`config.mk`:
```
export PLATFORM = sky130hd
export DESIGN_NAME = icache
export DESIGN_NICKNAME = d
export VERILOG_FILES = /design/src/rtl/fetch_pkg.sv /design/src/rtl/icache.sv
export SDC_FILE = /design/constraint.sdc
export NUM_CORES = 2
export LEC_CHECK = 0
export BUFFER_PORTS_ARGS = -buffer_cell sky130_fd_sc_hd__buf_4
export CAP_MARGIN = 20
export CORE_ASPECT_RATIO = 1.2
export CORE_MARGIN = 3
export CORE_UTILIZATION = 60
export DETAILED_ROUTE_END_ITERATION = 10
export PLACE_DENSITY = 0.76
export SYNTH_ARGS = -nofsm -noshare
export SYNTH_HDL_FRONTEND = slang
export SYNTH_MEMORY_MAX_BITS = 65536
export SYNTH_SLANG_ARGS = --single-unit
export TNS_END_PERCENT = 1
```
`constraint.sdc`:
```
create_clock -name clock -period 8.53 [get_ports clock]
set_input_delay 0.4265 -clock clock [delete_from_list [all_inputs] [get_ports clock]]
set_output_delay 0.4265 -clock clock [all_outputs]
set_load 0.02 [all_outputs]
```
`src/rtl/fetch_pkg.sv`:
```
package fetch_pkg;

	localparam logic [31:0] entry_addr = 32'h0000_0100;

	localparam int line_words = 8;
	localparam int line_bytes = line_words * 4;
	localparam int cache_lines = 16;

	localparam int offset_bits = $clog2(line_words);
	localparam int index_bits = $clog2(cache_lines);
	localparam int tag_bits = 32 - index_bits - offset_bits - 2;

	// Fetch unit states.
	typedef enum logic [2:0] {
		ifu_idle,       // Waiting for run.
		ifu_lookup,     // Probe cycle, then compare cycle.
		ifu_refill_req, // Raise the line request.
		ifu_refill,     // Beats streaming in.
		ifu_hold,       // Instruction waits for decode.
		ifu_release     // Wait for ack to drop.
	} ifu_state_t;

endpackage

```
`src/rtl/icache.sv`:
```
`timescale 1ns/1ns

module icache (
	input  logic        clock,
	input  logic        reset,

	input  logic [31:0] lookup_addr,
	output logic        hit,
	output logic [31:0] cache_rdata,

	input  logic        fill_valid,
	input  logic [31:0] fill_addr,
	input  logic [31:0] fill_data,
	input  logic        fill_last
);

	import fetch_pkg::*;

	logic [tag_bits-1:0] tags [cache_lines];
	logic [31:0] data [cache_lines * line_words];
	logic [cache_lines-1:0] valid;

	logic [offset_bits-1:0] lk_off;
	logic [index_bits-1:0] lk_idx;
	logic [tag_bits-1:0] lk_tag;
	logic [offset_bits-1:0] fl_off;
	logic [index_bits-1:0] fl_idx;
	logic [tag_bits-1:0] fl_tag;

	assign lk_off = lookup_addr[2 +: offset_bits];
	assign lk_idx = lookup_addr[2 + offset_bits +: index_bits];
	assign lk_tag = lookup_addr[31 -: tag_bits];

	assign fl_off = fill_addr[2 +: offset_bits];
	assign fl_idx = fill_addr[2 + offset_bits +: index_bits];
	assign fl_tag = fill_addr[31 -: tag_bits];

	always_ff @(posedge clock) begin
		if (reset) begin
			valid <= '0;
			hit <= 1'b0;
		end else begin
			if (fill_valid && fill_last)
				valid[fl_idx] <= 1'b1; // Line complete.
			hit <= valid[lk_idx] && (tags[lk_idx] == lk_tag);
		end
	end

	always_ff @(posedge clock) begin
		if (fill_valid)
			data[{fl_idx, fl_off}] <= fill_data;
		if (fill_valid && fill_last)
			tags[fl_idx] <= fl_tag;
		cache_rdata <= data[{lk_idx, lk_off}];
	end

endmodule

```
==> results by group <==
CTS
  • Post-CTS setup buffer count: 0
  • CTS buffer count: 402
  • H-tree levels: 5
  • Bufs on Longest Clock Path: 4
  • CTS tree: yes
  • Hold Buf Count CTS: 39
  • Worst-path clk slew: 0.07 ns
  • Clk root buf: clkbuf_16
  • Post_cts resized: 0
  • Worst-Skew Late Latency: 0.94 ns
  • Clock sink count: 4513

Power and ir drop
  • Internal power: 35.3 mW
  • VDD IR max: 173 uV
  • Sequential power share: 0.546
  • Leakage Power: 58.9 nW
  • Gate power share: 0.055
  • Sw Ratio: 0.215
  • Switch Pwr: 9.65 mW
  • Clock share of power: 0.398
  • Power per standard cell area: 234 mW/mm2

Die
  • Initial Util: 0.604
  • Ports: 133
  • Core footprint: 0.284 mm2
  • DIE WIDTH: 494 um
  • Die height: 591 um
  • Die area: 0.292 mm2
  • Row cnt: 214

GRT
  • Number of global-route vias before repair: 82300
  • First-pass GRT wire length: 638000 um
  • Initial antenna violation count: 58
  • GRT overflow: 0
  • Total global-route track usage: 0.315
  • Largest net degree at the start of global routing: 141

Setup path
  • FF-to-FF End: hit
  • CP endpoint kind: flip-flop
  • Worst setup SP type: input port
  • Worst path arrival time: 5.06 ns
  • Crit Path Category: input port to flip-flop
  • Crit path max fanout: 114
  • Setup slack, reg-to-reg: 4.89 ns
  • R2R cell count: 8
  • Worst R2R Start: tags[14][3]
  • Worst path required time: 9.32 ns

STA
  • Setup TNS: 0 ns
  • Count of final setup violators: 0
  • Final worst-path cycle share: 0.500
  • Worst-Margin Slew: 1.32 ns
  • Hold Slack: 0.0423 ns
  • Max Freq: 0.234 GHz
  • Final hold vios: 0
  • Max-slew violation count: 0
  • Tmin final: 4.27 ns
  • Slew HR: 0.120
  • RSZ-0062 raised after global routing: no
  • Clk_skew: 0.0600 ns

Placement
  • Gpl congestion: 0.840
  • PortBufs: 128
  • Dpl hpwl: 224000 um

Synth
  • Post-synth EDFFs: 4464
  • Sequential fraction of the synthesis area: 0.788
  • Post-Syn Instances: 6734
  • Share of flip-flops with an asynchronous set or reset: 0
  • Largest cells by area after synthesis: edfxtp_1, mux4_2, dfxtp_1
  • Netlist cell types: 45
  • Syn nets: 6834
  • Cell Area, Synth: 0.171 mm2
  • Post-synthesis register bit count: 4513
  • Synth Warn #: 0
  • Top-area cell type share of the netlist area: 0.782
  • Area leader, netlist: edfxtp_1
  • Most used DFF post-synth: edfxtp_1
  • Mean Syn Cell Area: 25.4 um2

Hold path
  • Worst hold path type: input port to flip-flop
  • Hold Startpoint: fill_data[12]
  • Worst Hold Depth: 1
  • Hold Path Sink: data[1][12]

Drt
  • WL final: 466000 um
  • TritonRoute pass-1 iters: 7
  • Initial DRC Count: 14200
  • DR DRC count: 0
  • DR vias: 81400
  • Routed WL per cell: 41.0 um
  • Drt via density: 7.16
  • ANT nets after route: 0

Final layout
  • Seq. cell area: 0.135 mm2
  • Nets@finish: 7280
  • Commonest non-fill, non-tap cells in the layout: edfxtp_1, mux4_2, clkbuf_16, buf_4, nor2_4
  • Area growth from synthesis to layout: 12.1%
  • Commonest non-fill, non-tap cell in the layout: edfxtp_1
  • Layout filler cell count: 16100
  • Multi-input gate area in the final layout: 0.0359 mm2
  • Share of layout cells above drive strength 1: 0.339

Flow run
  • MaxCap Viol Count: 0

Outcome
  • Status: finished clean
area by class of cell:
type,instances,area share
sequential,4513,0.703
multi-input combinational,1861,0.187
clock buffer,483,0.0547
antenna,84,0.00109
timing repair buffer,397,0.0183
tap,3780,0.0246
inverter,5,0.000124
clock inverter,251,0.0114
cells by family after synthesis:
| logic type | synth area share |
|---|---|
| simple gates | 0.00608 |
| xor+xnor | 0.00174 |
| mux | 0.193 |
| buf+inv | 0.00859 |
| flops | 0.788 |
| compound gates | 0.00232 |
power groups by stage:
| stage | Combinational, mW | Sequential, mW | Clock (mW) |
|---|---|---|---|
| after global routing | 2.55 | 24.5 | 18.7 |
| after global placement | 2.30 | 25.0 | 0 |
| after detailed placement | 2.36 | 25.0 | 0 |
| after CTS | 2.42 | 24.5 | 17.9 |
| final | 2.49 | 24.5 | 17.9 |
| after floorplan | 1.21 | 25.0 | 0 |
sequential cells by signal, indices dropped and copies added (netlist names):
signal and flops:
valid 16, tags 368, cache_rdata 32, hit 1
data 4096
synthesized netlist by cell type (5+ instances only):
master,instances
a21oi_1,11
a221oi_1,5
buf_1,71
buf_2,76
clkbuf_1,203
dfxtp_1,49
edfxtp_1,4464
mux2_2,41
mux2i_1,38
mux4_2,1433
nand2_1,28
nand3_1,10
nor2_1,189
nor2b_1,11
o21ai_0,17
o22ai_1,6
xnor2_1,23
xor2_1,11
critical path, cell delays in order:
cell and delay (ns):
buf_8 0.54, buf_12 0.72, mux4_2 0.59, mux2i_1 0.48
a221oi_1 0.20, dlygate4sd3_1 0.62, a22oi_1 0.16, dlygate4sd3_1 0.57
nor4b_1 0.05, dlygate4sd3_1 0.59
layer usage:
| layer | track usage | part of all wire |
|---|---|---|
| met5 | 0 | 0.00047 |
| met4 | 0.146 | 0.053 |
| met3 | 0.0725 | 0.13 |
| met2 | 0.504 | 0.49 |
| met1 | 0.420 | 0.32 |
through the flow:
stage | utilization | setup slack (ns) | total power, mW | instances | area (um2)
floorplan | - | 5.38 | 26.2 | 6734 | 171000
global placement | 0.629 | 4.07 | 27.3 | 10500 | 179000
detailed placement | 0.629 | 4.03 | 27.4 | 10500 | 179000
CTS | 0.676 | 4.39 | 44.9 | 11300 | 192000
global route | 0.677 | 4.20 | 45.8 | 11400 | 192000
finish | 0.677 | 4.26 | 44.9 | 11400 | 192000
worst max-delay path by stage:
stage / start / endpoint / slack, ns / cells after the start
2_1_floorplan: lookup_addr[2] / cache_rdata[10] / 5.38 / 7
3_3_place_gp: lookup_addr[2] / cache_rdata[14] / 4.07 / 7
3_5_place_dp: lookup_addr[2] / cache_rdata[14] / 4.03 / 7
4_1_cts: lookup_addr[6] / hit / 4.39 / 10
5_1_grt: lookup_addr[6] / hit / 4.20 / 10
6_report: lookup_addr[6] / hit / 4.26 / 10
No activity file was read; power rests on OpenSTA's default activity.
