## src/rtl/fetch_pkg.sv

```systemverilog
package fetch_pkg;

	localparam logic [31:0] entry_addr = 32'h0000_0100;

	localparam int line_words = 8;
	localparam int line_bytes = line_words * 4;
	localparam int cache_lines = 16;

	localparam int offset_bits = $clog2(line_words);
	localparam int index_bits = $clog2(cache_lines);
	localparam int tag_bits = 32 - index_bits - offset_bits - 2;

	// Fetch unit states.
	typedef enum logic [2:0] {
		ifu_idle,       // Waiting for run.
		ifu_lookup,     // Probe cycle, then compare cycle.
		ifu_refill_req, // Raise the line request.
		ifu_refill,     // Beats streaming in.
		ifu_hold,       // Instruction waits for decode.
		ifu_release     // Wait for ack to drop.
	} ifu_state_t;

endpackage

```

## src/rtl/bus_pkg.sv

```systemverilog
package bus_pkg;

	typedef enum logic [1:0] {
		bus_read_word  = 2'd0,
		bus_write_word = 2'd1,
		bus_read_line  = 2'd2
	} bus_op_t;

	localparam int burst_len = 8;
	localparam int burst_bits = $clog2(burst_len);

	localparam int mem_words = 4096;
	localparam int mem_addr_bits = $clog2(mem_words);

	typedef enum logic {
		m_host,
		m_ifu
	} master_t;

	typedef enum logic [1:0] {
		arb_idle,
		arb_busy,
		arb_done
	} arb_state_t;

endpackage

```

## src/rtl/ifu.sv

```systemverilog
`timescale 1ns/1ns

module ifu (
	input  logic              clock,
	input  logic              reset,
	input  logic              run,

	output logic              ifu_req,
	output bus_pkg::bus_op_t  ifu_op,
	output logic [31:0]       ifu_addr,
	input  logic              ifu_beat,
	input  logic [31:0]       ifu_rdata,
	input  logic              ifu_ack,

	output logic [31:0]       lookup_addr,
	input  logic              hit,
	input  logic [31:0]       cache_rdata,

	output logic              fill_valid,
	output logic [31:0]       fill_addr,
	output logic [31:0]       fill_data,
	output logic              fill_last,

	input  logic              jump_wrong,
	input  logic [31:0]       jump_addr,

	output logic              idu_valid,
	output logic [31:0]       inst,
	output logic [31:0]       inst_pc,
	input  logic              idu_ready
);

	import fetch_pkg::*;
	import bus_pkg::*;

	ifu_state_t state;

	logic [31:0] pc;
	logic [31:0] pc_seq;
	logic probed;
	logic [offset_bits-1:0] beat_cnt;
	logic fwd_done;
	logic redir_pend;
	logic [31:0] redir_addr;
	logic take;
	logic beat_match;
	logic in_refill;

	assign ifu_op = bus_read_line;
	assign lookup_addr = pc;
	assign pc_seq = pc + 32'd4;

	// A redirect in the same cycle overrides the transfer.
	assign take = idu_valid && idu_ready && !jump_wrong;

	assign in_refill = (state == ifu_refill_req) || (state == ifu_refill);

	assign fill_valid = (state == ifu_refill) && ifu_beat;
	assign fill_addr = {ifu_addr[31:offset_bits+2], beat_cnt, 2'b00};
	assign fill_data = ifu_rdata;
	assign fill_last = fill_valid && (&beat_cnt); // Final word of the line.

	// Critical word goes straight to decode.
	assign beat_match = fill_valid && !fwd_done && !redir_pend && !jump_wrong
		&& (beat_cnt == pc[2 +: offset_bits]);

	always_ff @(posedge clock) begin
		if (reset) begin
			state <= ifu_idle;
			pc <= entry_addr;
			probed <= 1'b0;
			ifu_req <= 1'b0;
			beat_cnt <= '0;
			fwd_done <= 1'b0;
			redir_pend <= 1'b0;
			idu_valid <= 1'b0;
		end else begin
			// Line in flight, so a redirect only gets recorded.
			if (in_refill) begin
				if (jump_wrong) begin
					redir_pend <= 1'b1;
					redir_addr <= jump_addr;
					idu_valid <= 1'b0;
				end else if (take) begin
					idu_valid <= 1'b0;
					pc <= pc_seq;
				end
			end

			case (state)
				ifu_idle: begin
					if (jump_wrong)
						pc <= jump_addr;
					if (run)
						state <= ifu_lookup;
				end

				ifu_lookup: begin
					if (jump_wrong) begin
						pc <= jump_addr;
						probed <= 1'b0; // Probe again.
					end else if (!probed) begin
						probed <= 1'b1;
					end else begin
						probed <= 1'b0;
						if (hit) begin
							idu_valid <= 1'b1;
							inst <= cache_rdata;
							inst_pc <= pc;
							state <= ifu_hold;
						end else begin
							state <= ifu_refill_req;
						end
					end
				end

				ifu_refill_req: begin
					if (!ifu_ack) begin
						ifu_req <= 1'b1;
						ifu_addr <= {pc[31:offset_bits+2], {(offset_bits+2){1'b0}}};
						beat_cnt <= '0;
						fwd_done <= 1'b0;
						state <= ifu_refill;
					end
				end

				ifu_refill: begin
					if (ifu_beat)
						beat_cnt <= beat_cnt + 1'b1;
					if (beat_match) begin
						idu_valid <= 1'b1;
						inst <= ifu_rdata;
						inst_pc <= pc;
						fwd_done <= 1'b1;
					end
					if (ifu_ack) begin
						ifu_req <= 1'b0;
						state <= ifu_release;
					end
				end

				ifu_hold: begin
					if (jump_wrong) begin
						idu_valid <= 1'b0;
						pc <= jump_addr;
						state <= ifu_lookup;
					end else if (idu_ready) begin
						idu_valid <= 1'b0;
						pc <= pc_seq;
						state <= ifu_lookup;
					end
				end

				ifu_release: begin
					if (jump_wrong) begin
						idu_valid <= 1'b0;
						redir_pend <= 1'b0;
						pc <= jump_addr;
						if (!ifu_ack)
							state <= ifu_lookup;
						else
							redir_pend <= 1'b1; // Still waiting, keep the target.
						redir_addr <= jump_addr;
					end else if (take) begin
						idu_valid <= 1'b0;
						pc <= pc_seq;
						if (!ifu_ack)
							state <= ifu_lookup;
					end else if (!ifu_ack) begin
						if (redir_pend) begin
							pc <= redir_addr;
							redir_pend <= 1'b0;
							state <= ifu_lookup;
						end else if (idu_valid) begin
							state <= ifu_hold;
						end else begin
							state <= ifu_lookup;
						end
					end
				end

				default: state <= ifu_idle;
			endcase
		end
	end

	// Decode sees a stable instruction until it takes it or a redirect drops it.
	a_idu_hold: assert property (@(posedge clock) disable iff (reset)
		idu_valid && !idu_ready && !jump_wrong
		|=> idu_valid && $stable(inst) && $stable(inst_pc));

endmodule

```

## config.mk

```make
export PLATFORM = sky130hd
export DESIGN_NAME = ifu
export DESIGN_NICKNAME = d
export VERILOG_FILES = /design/src/rtl/fetch_pkg.sv /design/src/rtl/bus_pkg.sv /design/src/rtl/ifu.sv
export SDC_FILE = /design/constraint.sdc
export NUM_CORES = 1
export LEC_CHECK = 0
export ABC_AREA = 1
export BUFFER_PORTS_ARGS = -buffer_cell sky130_fd_sc_hd__buf_2
export CAP_MARGIN = 20
export CORE_ASPECT_RATIO = 0.9
export CORE_UTILIZATION = 25
export CTS_CLUSTER_DIAMETER = 30
export CTS_CLUSTER_SIZE = 30
export DETAILED_ROUTE_END_ITERATION = 8
export SLEW_MARGIN = 30
export SYNTH_ARGS = -nofsm -noshare
export SYNTH_HDL_FRONTEND = slang
export SYNTH_SLANG_ARGS = --single-unit
```

## constraint.sdc

```tcl
create_clock -name clock -period 18.7 [get_ports clock]
set_clock_uncertainty 0.1 [all_clocks]
set_input_delay 4.675 -clock clock [delete_from_list [all_inputs] [get_ports clock]]
set_output_delay 4.675 -clock clock [all_outputs]
set_load 0.1 [all_outputs]
```

==> flow_summary.json <==
{
  "status": "complete, no violations",
  "r2r_slack_ns": 14.77,
  "worstHoldPathType": "reg2reg",
  "reg2reg_to": "inst_pc[29]$_DFFE_PP_",
  "fin_nets": 1627,
  "holdWs_ns": 0.386,
  "synthFlopType": "edfxtp_1",
  "fmax_ghz": 0.0971,
  "yosys.area_share.simple_pct": 31.6,
  "cellPowerDensity_mw_per_mm2": 126,
  "synthAdderAreaFrac_pct": 0.372,
  "tns_ns": 0,
  "vias": 9769,
  "synthArstFlopShare_pct": 0,
  "period_needed_ns": 10.30,
  "worstPathArrival_ns": 5.52,
  "fin_crit_sh_pct": 55.1,
  "maxCapViolCount": 0,
  "startpoint_type": "input port",
  "ir_drop_uv": 68.6,
  "cp-end-kind": "output pin",
  "path_class": "in2out",
  "netlist_instances": 1319,
  "num_rows": 69,
  "synth_seq_area_share_pct": 45.2,
  "cts_setup_buffers": 0,
  "cts_resized": 0,
  "port_buffers": 292,
  "grt_pass1_wl_um": 51100,
  "max_slew_margin_pct": 41.6,
  "insertion_delay_ns": 0.44,
  "setup_viol_count_final": 0,
  "die_area_mm2": 0.0411,
  "wl_per_cell_um": 16.9,
  "syn_area_per_cell_um2": 7.64,
  "n_fill_cell": 4223,
  "critPathRequiredTime_ns": 13.93,
  "via_per_inst": 4.73,
  "io_pins": 302,
  "overflow": 0,
  "syn-cell-area_mm2": 0.0101,
  "rsz0062_at_grt": "no",
  "drv_slew": 0,
  "post-route-util_pct": 30.6,
  "holdBufCountCts": 0,
  "post-dp-hpwl_um": 24900,
  "synth_top_family_by_area": "simple AND/OR/NAND/NOR gates",
  "drt_wl_total_um": 34900,
  "r2r_start": "state[2]$_SDFFE_PP0P_",
  "area.growth.synth_to_final_pct": 20.3,
  "antenna_found_initial": 4,
  "final_cell_area_mm2": 0.0121,
  "crit_fanout": 3,
  "drt_iter0_drc": 952,
  "die_w_um": 214,
  "cts_root_buf": "clkbuf_16",
  "drt-pass1-iter-count": 5,
  "final_cell_mix": "nand2_1 (405), buf_2 (292), nand3_1 (125)",
  "leakagePower_nw": 5.31,
  "placed_cell_area_mm2": 0.0115,
  "fp.coreArea_mm2": 0.0396,
  "gp_congestion": 0.881,
  "drc": 0,
  "cts.sinks": 166,
  "cts_made_buffers": 17,
  "clockBufferDepth": 2,
  "grt_pass1_vias": 8579,
  "drive_above_1_share_pct": 27.1,
  "layout.cells.most_common": "nand2_1",
  "synth_edf_count": 123,
  "synthXorXnorAreaFrac_pct": 1.22,
  "grt_max_degree": 85,
  "ys_seq_elements": 166,
  "start_util_pct": 25.4,
  "synth_compound_area_share_pct": 10.3,
  "synth_mux_area_share_pct": 0,
  "timing.final.hold_violations": 0,
  "htreeDepth": 4,
  "clk_pin_slew_worst_paths_ns": 0.07,
  "min_delay_path_depth": 0,
  "fin_ws_ns": 8.40,
  "track_usage_pct": 16.6,
  "yosys_warnings": 0,
  "worstMarginPinSlew_ns": 0.875,
  "whs_endpoint": "inst_pc[0]$_DFFE_PP_",
  "die_h_um": 192,
  "synth_cell_type_count": 52,
  "cts_tree": "built",
  "pre_cts_slack_ns": 8.40,
  "final_antenna_net_count": 0,
  "r2r_cells": 8,
  "hp-start": "lookup_addr[0]$_SDFFE_PP0P_"
}
per-stage QoR:
step,power (W),cells
3_3_place_gp,0.00118,2033
3_5_place_dp,0.00119,2033
6_report,0.00153,2066
4_1_cts,0.00153,2065
5_1_grt,0.00160,2065
2_1_floorplan,0.00106,1326
power by group:
| group | total, W | internal, W | switching (W) | leakage, nW |
|---|---|---|---|---|
| sequential | 0.000527 | 0.000467 | 0.0000609 | 1.49 |
| combinational | 0.000656 | 0.000119 | 0.000537 | 3.55 |
| clock | 0.000343 | 0.000183 | 0.000160 | 0.265 |
worst max path at each step:
stage                         from                 to  slack, ns  cells past startpoint
after floorplan           ifu_beat  inst[0]$_DFFE_PP_       1.35                      6
after global placement    ifu_beat          fill_last       8.37                      6
after detailed placement  ifu_beat          fill_last       8.40                      6
after CTS                 ifu_beat          fill_last       8.39                      6
after global routing      ifu_beat          fill_last       8.33                      6
final                     ifu_beat          fill_last       8.40                      6
cells in the mapped netlist, types with 9 or more instances:
library cell | count | area [um2]
dfxtp_1 | 43 | 861
xor2_1 | 9 | 78.8
or2_2 | 41 | 257
o21ai_1 | 21 | 105
o211ai_1 | 9 | 67.6
nand2_1 | 405 | 1520
edfxtp_1 | 123 | 3690
nor2_1 | 96 | 360
buf_4 | 71 | 533
nand3_1 | 125 | 626
nand4_1 | 23 | 144
clkbuf_1 | 34 | 128
a21oi_1 | 54 | 270
o21ai_0 | 73 | 365
inv_1 | 83 | 312
buf_2 | 18 | 90.1
nor3_1 | 11 | 55.1
worst max-delay path, stage by stage:
cell    delay, ns
buf_2        0.08
inv_1        0.03
nor2_1       0.11
inv_1        0.11
nor2_1       0.09
buf_2        0.43
layer usage:
layer | track usage, % | wire (um) | vias to the layer above
met4 | 5.66 | 575 | 4
met2 | 23.9 | 15300 | 407
met5 | 0 | 23 | -
li1 | - | - | 4718
met1 | 24.6 | 16800 | 4596
met3 | 2.72 | 2240 | 44
cell families after synthesis:
kind of cell,count (synthesis)
AOI/OAI and AO/OA,185
DFF,166
buffers and inverters,222
and+or+nand+nor,727
xor gates and xnor gates,14
adders and majority gates,3
other,2
final cells by class:
class | instances | area (um2) | share of cell area [%]
inverters | 94 | 355 | 2.93
diodes | 1 | 2.50 | 0.0206
clock buffers | 20 | 468 | 3.86
well taps | 532 | 666 | 5.49
repair buffers | 303 | 1540 | 12.7
clock inverters | 12 | 92.6 | 0.764
flip-flops and latches | 166 | 4550 | 37.6
multi-input cells | 938 | 4440 | 36.6
Note: power is estimated with default switching activity, not from simulation.
