$ cat src/rtl/bus_pkg.sv
package bus_pkg;

	typedef enum logic [1:0] {
		bus_read_word  = 2'd0,
		bus_write_word = 2'd1,
		bus_read_line  = 2'd2
	} bus_op_t;

	localparam int burst_len = 8;
	localparam int burst_bits = $clog2(burst_len);

	localparam int mem_words = 4096;
	localparam int mem_addr_bits = $clog2(mem_words);

	typedef enum logic {
		m_host,
		m_ifu
	} master_t;

	typedef enum logic [1:0] {
		arb_idle,
		arb_busy,
		arb_done
	} arb_state_t;

endpackage

$ cat src/rtl/bus_arbiter.sv
`timescale 1ns/1ns

module bus_arbiter (
	input  logic              clock,
	input  logic              reset,

	input  logic              host_req,
	input  bus_pkg::bus_op_t  host_op,
	input  logic [31:0]       host_addr,
	input  logic [31:0]       host_wdata,
	output logic              host_beat,
	output logic [31:0]       host_rdata,
	output logic              host_ack,

	input  logic              ifu_req,
	input  bus_pkg::bus_op_t  ifu_op,
	input  logic [31:0]       ifu_addr,
	input  logic [31:0]       ifu_wdata,
	output logic              ifu_beat,
	output logic [31:0]       ifu_rdata,
	output logic              ifu_ack,

	output logic              mem_req,
	output bus_pkg::bus_op_t  mem_op,
	output logic [31:0]       mem_addr,
	output logic [31:0]       mem_wdata,
	input  logic              mem_beat,
	input  logic [31:0]       mem_rdata,
	input  logic              mem_last
);

	import bus_pkg::*;

	arb_state_t state;
	master_t owner;

	logic busy_beat;
	logic owner_req;

	assign busy_beat = (state == arb_busy) && mem_beat;
	assign host_beat = busy_beat && (owner == m_host);
	assign ifu_beat = busy_beat && (owner == m_ifu);
	assign host_rdata = mem_rdata;
	assign ifu_rdata = mem_rdata;

	assign owner_req = (owner == m_host) ? host_req : ifu_req;

	always_ff @(posedge clock) begin
		if (reset) begin
			state <= arb_idle;
			owner <= m_host;
			mem_req <= 1'b0;
			host_ack <= 1'b0;
			ifu_ack <= 1'b0;
		end else begin
			case (state)
				arb_idle: begin
					if (host_req) begin // Host wins a tie.
						owner <= m_host;
						mem_op <= host_op;
						mem_addr <= host_addr;
						mem_wdata <= host_wdata;
						mem_req <= 1'b1;
						state <= arb_busy;
					end else if (ifu_req) begin
						owner <= m_ifu;
						mem_op <= ifu_op;
						mem_addr <= ifu_addr;
						mem_wdata <= ifu_wdata;
						mem_req <= 1'b1;
						state <= arb_busy;
					end
				end

				arb_busy: begin
					mem_req <= 1'b0;
					// Writes finish once memory has taken them.
					if (mem_op == bus_write_word || (mem_beat && mem_last)) begin
						if (owner == m_host)
							host_ack <= 1'b1;
						else
							ifu_ack <= 1'b1;
						state <= arb_done;
					end
				end

				arb_done: begin
					if (!owner_req) begin
						host_ack <= 1'b0;
						ifu_ack <= 1'b0;
						state <= arb_idle;
					end
				end

				default: state <= arb_idle;
			endcase
		end
	end

	a_one_ack: assert property (@(posedge clock) disable iff (reset)
		!(host_ack && ifu_ack));

endmodule

$ cat config.mk
export PLATFORM = sky130hd
export DESIGN_NAME = bus_arbiter
export DESIGN_NICKNAME = d
export VERILOG_FILES = /design/src/rtl/bus_pkg.sv /design/src/rtl/bus_arbiter.sv
export SDC_FILE = /design/constraint.sdc
export NUM_CORES = 1
export LEC_CHECK = 0
export ABC_AREA = 1
export BUFFER_PORTS_ARGS = -buffer_cell sky130_fd_sc_hd__buf_2
export CORE_AREA = 2 2 117 119
export CTS_BUF_LIST = sky130_fd_sc_hd__clkbuf_16
export CTS_CLUSTER_SIZE = 16
export DETAILED_ROUTE_END_ITERATION = 12
export DIE_AREA = 0 0 119 121
export GPL_ROUTABILITY_DRIVEN = 0
export PLACE_DENSITY = 0.58
export SLEW_MARGIN = 10
export SYNTH_ARGS = -nofsm -noshare
export SYNTH_HDL_FRONTEND = slang
export SYNTH_SLANG_ARGS = --single-unit
export TNS_END_PERCENT = 30
$ cat constraint.sdc
create_clock -name clock -period 13 [get_ports clock]
set_clock_uncertainty 0.2 [all_clocks]
set_input_delay 1.3 -clock clock [delete_from_list [all_inputs] [get_ports clock]]
set_output_delay 1.3 -clock clock [all_outputs]
set_load 0.03 [all_outputs]
==> results of run 1 <==
-- flip-flops by register name, indices dropped and copies added (netlist names) --
register   cells
mem_addr      32
mem_wdata     32
mem_op         2
state          2
host_ack       1
ifu_ack        1
mem_req        1
owner          1
-- cells by family (layout without fill, tap and decap cells) --
kind of cell / Yosys count / in the layout / synth area share [%]
AOI/OAI and AO/OA: 7 / 7 / 0.971
buffers and inverters: 89 / 235 / 16.7
DFF: 72 / 72 / 58.3
and+or+nand+nor: 229 / 229 / 24.0
-- power by group through the flow --
stage / clock (mW) / sequential [mW] / combinational [mW]
4_1_cts: 0.243 / 0.282 / 0.113
3_5_place_dp: 0 / 0.287 / 0.113
2_1_floorplan: 0 / 0.321 / 0.0699
6_report: 0.236 / 0.282 / 0.111
3_3_place_gp: 0 / 0.286 / 0.111
5_1_grt: 0.253 / 0.283 / 0.122
-- final cells by class --
cell class              count  share of cell area (%)
clock inverters             6                    1.30
clock buffers               9                    4.88
inverters                  10                   0.814
multi-input cells         236                    19.7
well taps                 176                    4.78
flip-flops and latches     72                    45.6
repair buffers            210                    22.9
-- tightest hold or removal path, cell delays in order (launching register included) --
cell     delay (ns)
dfxtp_1        0.31
inv_1          0.05
a21oi_1        0.05
-- worst min path at each step --
| stage | startpoint | end | cells past startpoint |
|---|---|---|---|
| 5_1_grt | host_ack | host_ack | 2 |
| 6_report | host_ack | host_ack | 2 |
| 2_1_floorplan | owner | owner | 2 |
| 3_5_place_dp | host_ack | host_ack | 2 |
| 4_1_cts | host_ack | host_ack | 2 |
| 3_3_place_gp | host_ack | host_ack | 2 |
-- per-stage QoR --
stage	worst slack (ns)	instances	power, mW	hold slack (ns)	instance area (um^2)
floorplan	7.92	397	0.391	0.284	3610
detailed placement	8.67	704	0.400	0.250	4330
finish	9.07	719	0.628	0.255	4610
CTS	9.02	719	0.638	0.258	4610
global route	8.80	719	0.659	0.285	4610
global placement	8.79	704	0.397	0.250	4330
-- cells in the final DEF (no fill, tap or decap), drive strengths merged --
master	n
edfxtp	66
o21ai	1
clkinv	3
clkbuf	9
nor2	10
a21oi	6
buf	210
inv	11
clkinvlp	1
nand2	217
dfxtp	6
nand3	2
bufinv	1
-- layer usage --
layer | global-route usage, % | vias to the layer above | share of wire (%)
met5 | 0 | - | 0
met4 | 4.32 | 0 | 1.2
met3 | 5.17 | 8 | 10
met2 | 27.2 | 207 | 53
met1 | 14.3 | 1262 | 36
li1 | - | 1469 | -
==> results.json, run 1 <==
{
  "clock.fmax_mhz": 255,
  "insertion_delay_ns": 0.32,
  "synth.most_common_cell": "nand2_1",
  "core_area_mm2": 0.0131,
  "cts_max_path_buffers": 2,
  "p_per_area_mw_per_mm2": 136,
  "synth_top_area_share_pct": 54.9,
  "worstSetupEndpoint": "mem_op[0]",
  "port_buffers": 208,
  "crit_slowest_cell": "nor2_4",
  "post_cts_buffers": 0,
  "initial_core_util_pct": 27.6,
  "crit_path_cell_trace": "buf_2 -> buf_4 -> o21ai_0 -> nor2_4 -> buf_4",
  "rr_endpoint": "mem_op[0]",
  "pin_count": 305,
  "drive_above_1_share_pct": 42.0,
  "drt_drc_violations_left": 0,
  "via_per_inst": 4.10,
  "overflow": 0,
  "clock-sinks": 72,
  "antenna_found_initial": 0,
  "grt_max_degree": 71,
  "clk_pin_slew_ns": 0.06,
  "cp-startpoint": "host_req",
  "status": "completed",
  "setup_viol": 0,
  "reg2reg_slack_ns": 10.38,
  "track_usage_pct": 14.2,
  "pwr-share-seq_pct": 44.8,
  "finalCritPeriodShare_pct": 30.2,
  "hp-class": "reg2reg",
  "crit_arrival_ns": 3.69,
  "grt_pass1_wl_um": 15500,
  "finalWorstPathRequiredPeriod_ns": 3.93,
  "r2r-start": "state[0]",
  "critPathMaxFanout": 70,
  "worstSetupPathType": "in2reg",
  "cts_tree": "built",
  "fillers": 1353,
  "switching_share_pct": 27.0,
  "clockRootBuffer": "clkbuf_16",
  "grt_pass1_vias": 2971,
  "synth_top_flop_cell": "edfxtp_1",
  "drt_wl_total_um": 10500,
  "synthesis.nets": 567,
  "ir_drop_uv": 54.9,
  "crit_top_cell": "buf_4",
  "synthTopCellsByCount": "nand2_1, buf_4, edfxtp_1",
  "antennaDiodeCount": 0,
  "cellLeakagePower_nw": 2.35,
  "cp_num_buf_inv": 3,
  "worstRegToRegCells": 4,
  "nNetsFinal": 709,
  "p_sw_mw": 0.170,
  "fin_tns_setup_ns": 0,
  "worst-path-stages": 5,
  "regArea_mm2": 0.00210,
  "fp.dieH_um": 121,
  "wl_per_cell_um": 14.7,
  "synth.distinct_cells": 14,
  "rows": 42,
  "p_comb_share_pct": 17.7,
  "hpwl_um": 8320,
  "cp_top_family": "buffers and inverters",
  "synth-seq-cells": 72,
  "die_x_um": 119,
  "worst_setup_path_start_kind": "input pin",
  "drtIter0Drc": 144,
  "num_vias": 2946,
  "ys_top_cells_by_area": "edfxtp_1, nand2_1, buf_4",
  "synth_warnings": 0,
  "p_clk_share_pct": 37.5,
  "yosys.area.top_type": "edfxtp_1",
  "yosysSeqAreaShare_pct": 58.3,
  "ant_nets": 0,
  "area_growth_pct": 27.8,
  "internal_power_mw": 0.459,
  "cts-buffers-inserted": 9,
  "htreeDepth": 3,
  "syn_area_per_cell_um2": 9.09,
  "cts_resized": 0,
  "end_kind": "flop",
  "finalHoldViolations": 0,
  "dieArea_mm2": 0.0144,
  "synth_edf_count": 66,
  "firstDrtPassIters": 4,
  "final_util_pct": 35.2,
  "slew_violations": 0,
  "relSlewSlack_pct": 30.2,
  "cpPeakStageDelay_ns": 0.76,
  "cap_violations": 0,
  "cp.required_ns": 12.77,
  "worst_pin_slew_ns": 1.05,
  "syn-cell-area_mm2": 0.00361,
  "multi_input_area_um2": 910,
  "async_flop_share_pct": 0,
  "rsz0062_at_grt": "false",
  "netlist_instances": 397,
  "hold_buffers": 0
}
(Power assumes the default switching activity.)
==> run 2: changes to the inputs <==
- CORE_AREA: 2 2 117 119 -> 2 2 118 120
- DIE_AREA: 0 0 119 121 -> 0 0 120 122
- PLACE_DENSITY: 0.58 -> 0.59
- clock period: 13 -> 3.5 ns (I/O delays scaled with it)
==> run 2 against run 1 <==
  * Clock power grew to 3.8 times the previous value
  * Hold slack lost 0.17 ns
  * Utilization shrank 0.93 points
  * Combinational power grew to 3.7 times the previous value
  * Via count grew 1.4%
  * Critical path depth shrank 1
  * First-iteration DRC count grew 28%
  * Sequential share of layout area shrank 0.22 points
  * Critical path type is now reg2reg
  * Power grew to 3.7 times the previous value
  * Count of clock-buffer cells in the layout is the same
  * Worst setup slack lost 7.6 ns
==> results.json, run 2 (synthesis gave the netlist of run 1 again) <==
{
  "cts_tree": "built",
  "antenna_found_initial": 0,
  "cellLeakagePower_nw": 2.36,
  "core_area_mm2": 0.0135,
  "grt_pass1_wl_um": 15100,
  "area_growth_pct": 28.4,
  "crit_slowest_cell": "buf_4",
  "num_vias": 2986,
  "end_kind": "flop",
  "grt_max_degree": 67,
  "crit_arrival_ns": 1.75,
  "port_buffers": 208,
  "clock-sinks": 72,
  "via_per_inst": 4.11,
  "layout_common_cells": "nand2_1, buf_2, edfxtp_1",
  "rows": 43,
  "hp-class": "in2reg",
  "cp_num_buf_inv": 1,
  "cap_violations": 0,
  "finalWorstPathRequiredPeriod_ns": 1.98,
  "cts_max_path_buffers": 2,
  "cpPeakStageDelay_ns": 0.41,
  "worst_pin_slew_ns": 1.09,
  "final_common_cell": "nand2_1",
  "die_x_um": 120,
  "wl_per_cell_um": 14.2,
  "post_cts_buffers": 0,
  "ir_drop_uv": 237,
  "worstSetupPathType": "reg2reg",
  "cp.required_ns": 3.27,
  "status": "completed",
  "firstDrtPassIters": 4,
  "pin_count": 305,
  "fin_tns_setup_ns": 0,
  "setup_viol": 0,
  "slew_violations": 0,
  "hold_buffers": 0,
  "finalPower_mw": 2.34,
  "clockRootBuffer": "clkbuf_16",
  "relSlewSlack_pct": 27.4,
  "nNetsFinal": 711,
  "final_cells": 726,
  "finalCritPeriodShare_pct": 56.7,
  "r2r-start": "state[0]",
  "post-place-cells": 710,
  "cts_resized": 0,
  "fillers": 1404,
  "regArea_mm2": 0.00210,
  "p_per_area_mw_per_mm2": 506,
  "drive_above_1_share_pct": 42.1,
  "initial_core_util_pct": 26.7,
  "rsz0062_at_grt": "false",
  "grt_pass1_vias": 2919,
  "dieArea_mm2": 0.0146,
  "crit_path_cell_trace": "nor2_1 -> o21ai_0 -> nor2_4 -> buf_4",
  "drt_wl_total_um": 10300,
  "fp.dieH_um": 122,
  "hp-start": "ifu_wdata[10]",
  "track_usage_pct": 13.7,
  "overflow": 0,
  "cp-startpoint": "state[0]",
  "finalHoldViolations": 0,
  "drtIter0Drc": 184,
  "hpwl_um": 8010,
  "critPathMaxFanout": 35,
  "cts-buffers-inserted": 9,
  "worst_setup_path_start_kind": "flop",
  "htreeDepth": 3,
  "clk_pin_slew_ns": 0.06,
  "drt_drc_violations_left": 0,
  "antennaDiodeCount": 0,
  "multi_input_area_um2": 910,
  "holdWs_ns": 0.0832,
  "largestRegisters": "mem_addr x32, mem_wdata x32",
  "clock.fmax_mhz": 504,
  "insertion_delay_ns": 0.33,
  "ant_nets": 0,
  "cp_top_family": "buffers and inverters"
}
run 2: cell types whose count changed in the layout (fill, tap and decap cells not counted):
cell / previous run / this run
buf_4: 2 / 4
clkinvlp_4: 1 / 2
clkinv_1: 1 / 2
inv_6: 1 / 0
run 2: layer usage:
metal  global-route usage, %  vias to the layer above  share of wire, %  routed length [um]
li1                        -                     1473                 -                   -
met1                    13.0                     1287                33                3410
met2                    25.0                      206                52                5370
met3                    5.57                       20                12                1260
met4                    7.28                        0               2.8                 294
met5                       0                        -                 0                   0
run 2: path summary, 6_finish.rpt:
kind / endpoint / depth (start not counted) / slack (ns)
worst min register to register: host_ack / 2 / 0.25
worst min-delay path: mem_wdata[10] / 3 / 0.08
worst max-delay path: mem_addr[9] / 4 / 1.52
worst max register to register: mem_addr[9] / 4 / 1.52
run 2: cell type report:
type | instances | area share, %
inverter | 10 | 0.810
clock inverter | 7 | 1.35
timing repair buffer | 212 | 23.1
clock buffer | 9 | 4.86
multi-input combinational | 236 | 19.6
sequential | 72 | 45.4
tap | 180 | 4.86
run 2: power breakdown:
part,internal (mW),switching (mW),leakage [nW]
combinational,0.135,0.276,1.55
sequential,1.03,0.0192,0.674
clock,0.544,0.344,0.136
run 2: worst reg2reg max path: cells and delay by family, from the launching register on:
family | cells | cell delay [ns]
buf+inv | 1 | 0.41
flops | 1 | 0.35
simple gates | 2 | 0.33
compound gates | 1 | 0.30
run 2: through the flow:
step	instance area, um^2	worst slack (ns)	utilization [%]
3_5_place_dp	4350	1.32	32.2
3_3_place_gp	4350	1.35	32.2
2_1_floorplan	3610	0.463	-
6_report	4630	1.52	34.3
5_1_grt	4630	1.34	34.3
4_1_cts	4630	1.47	34.3
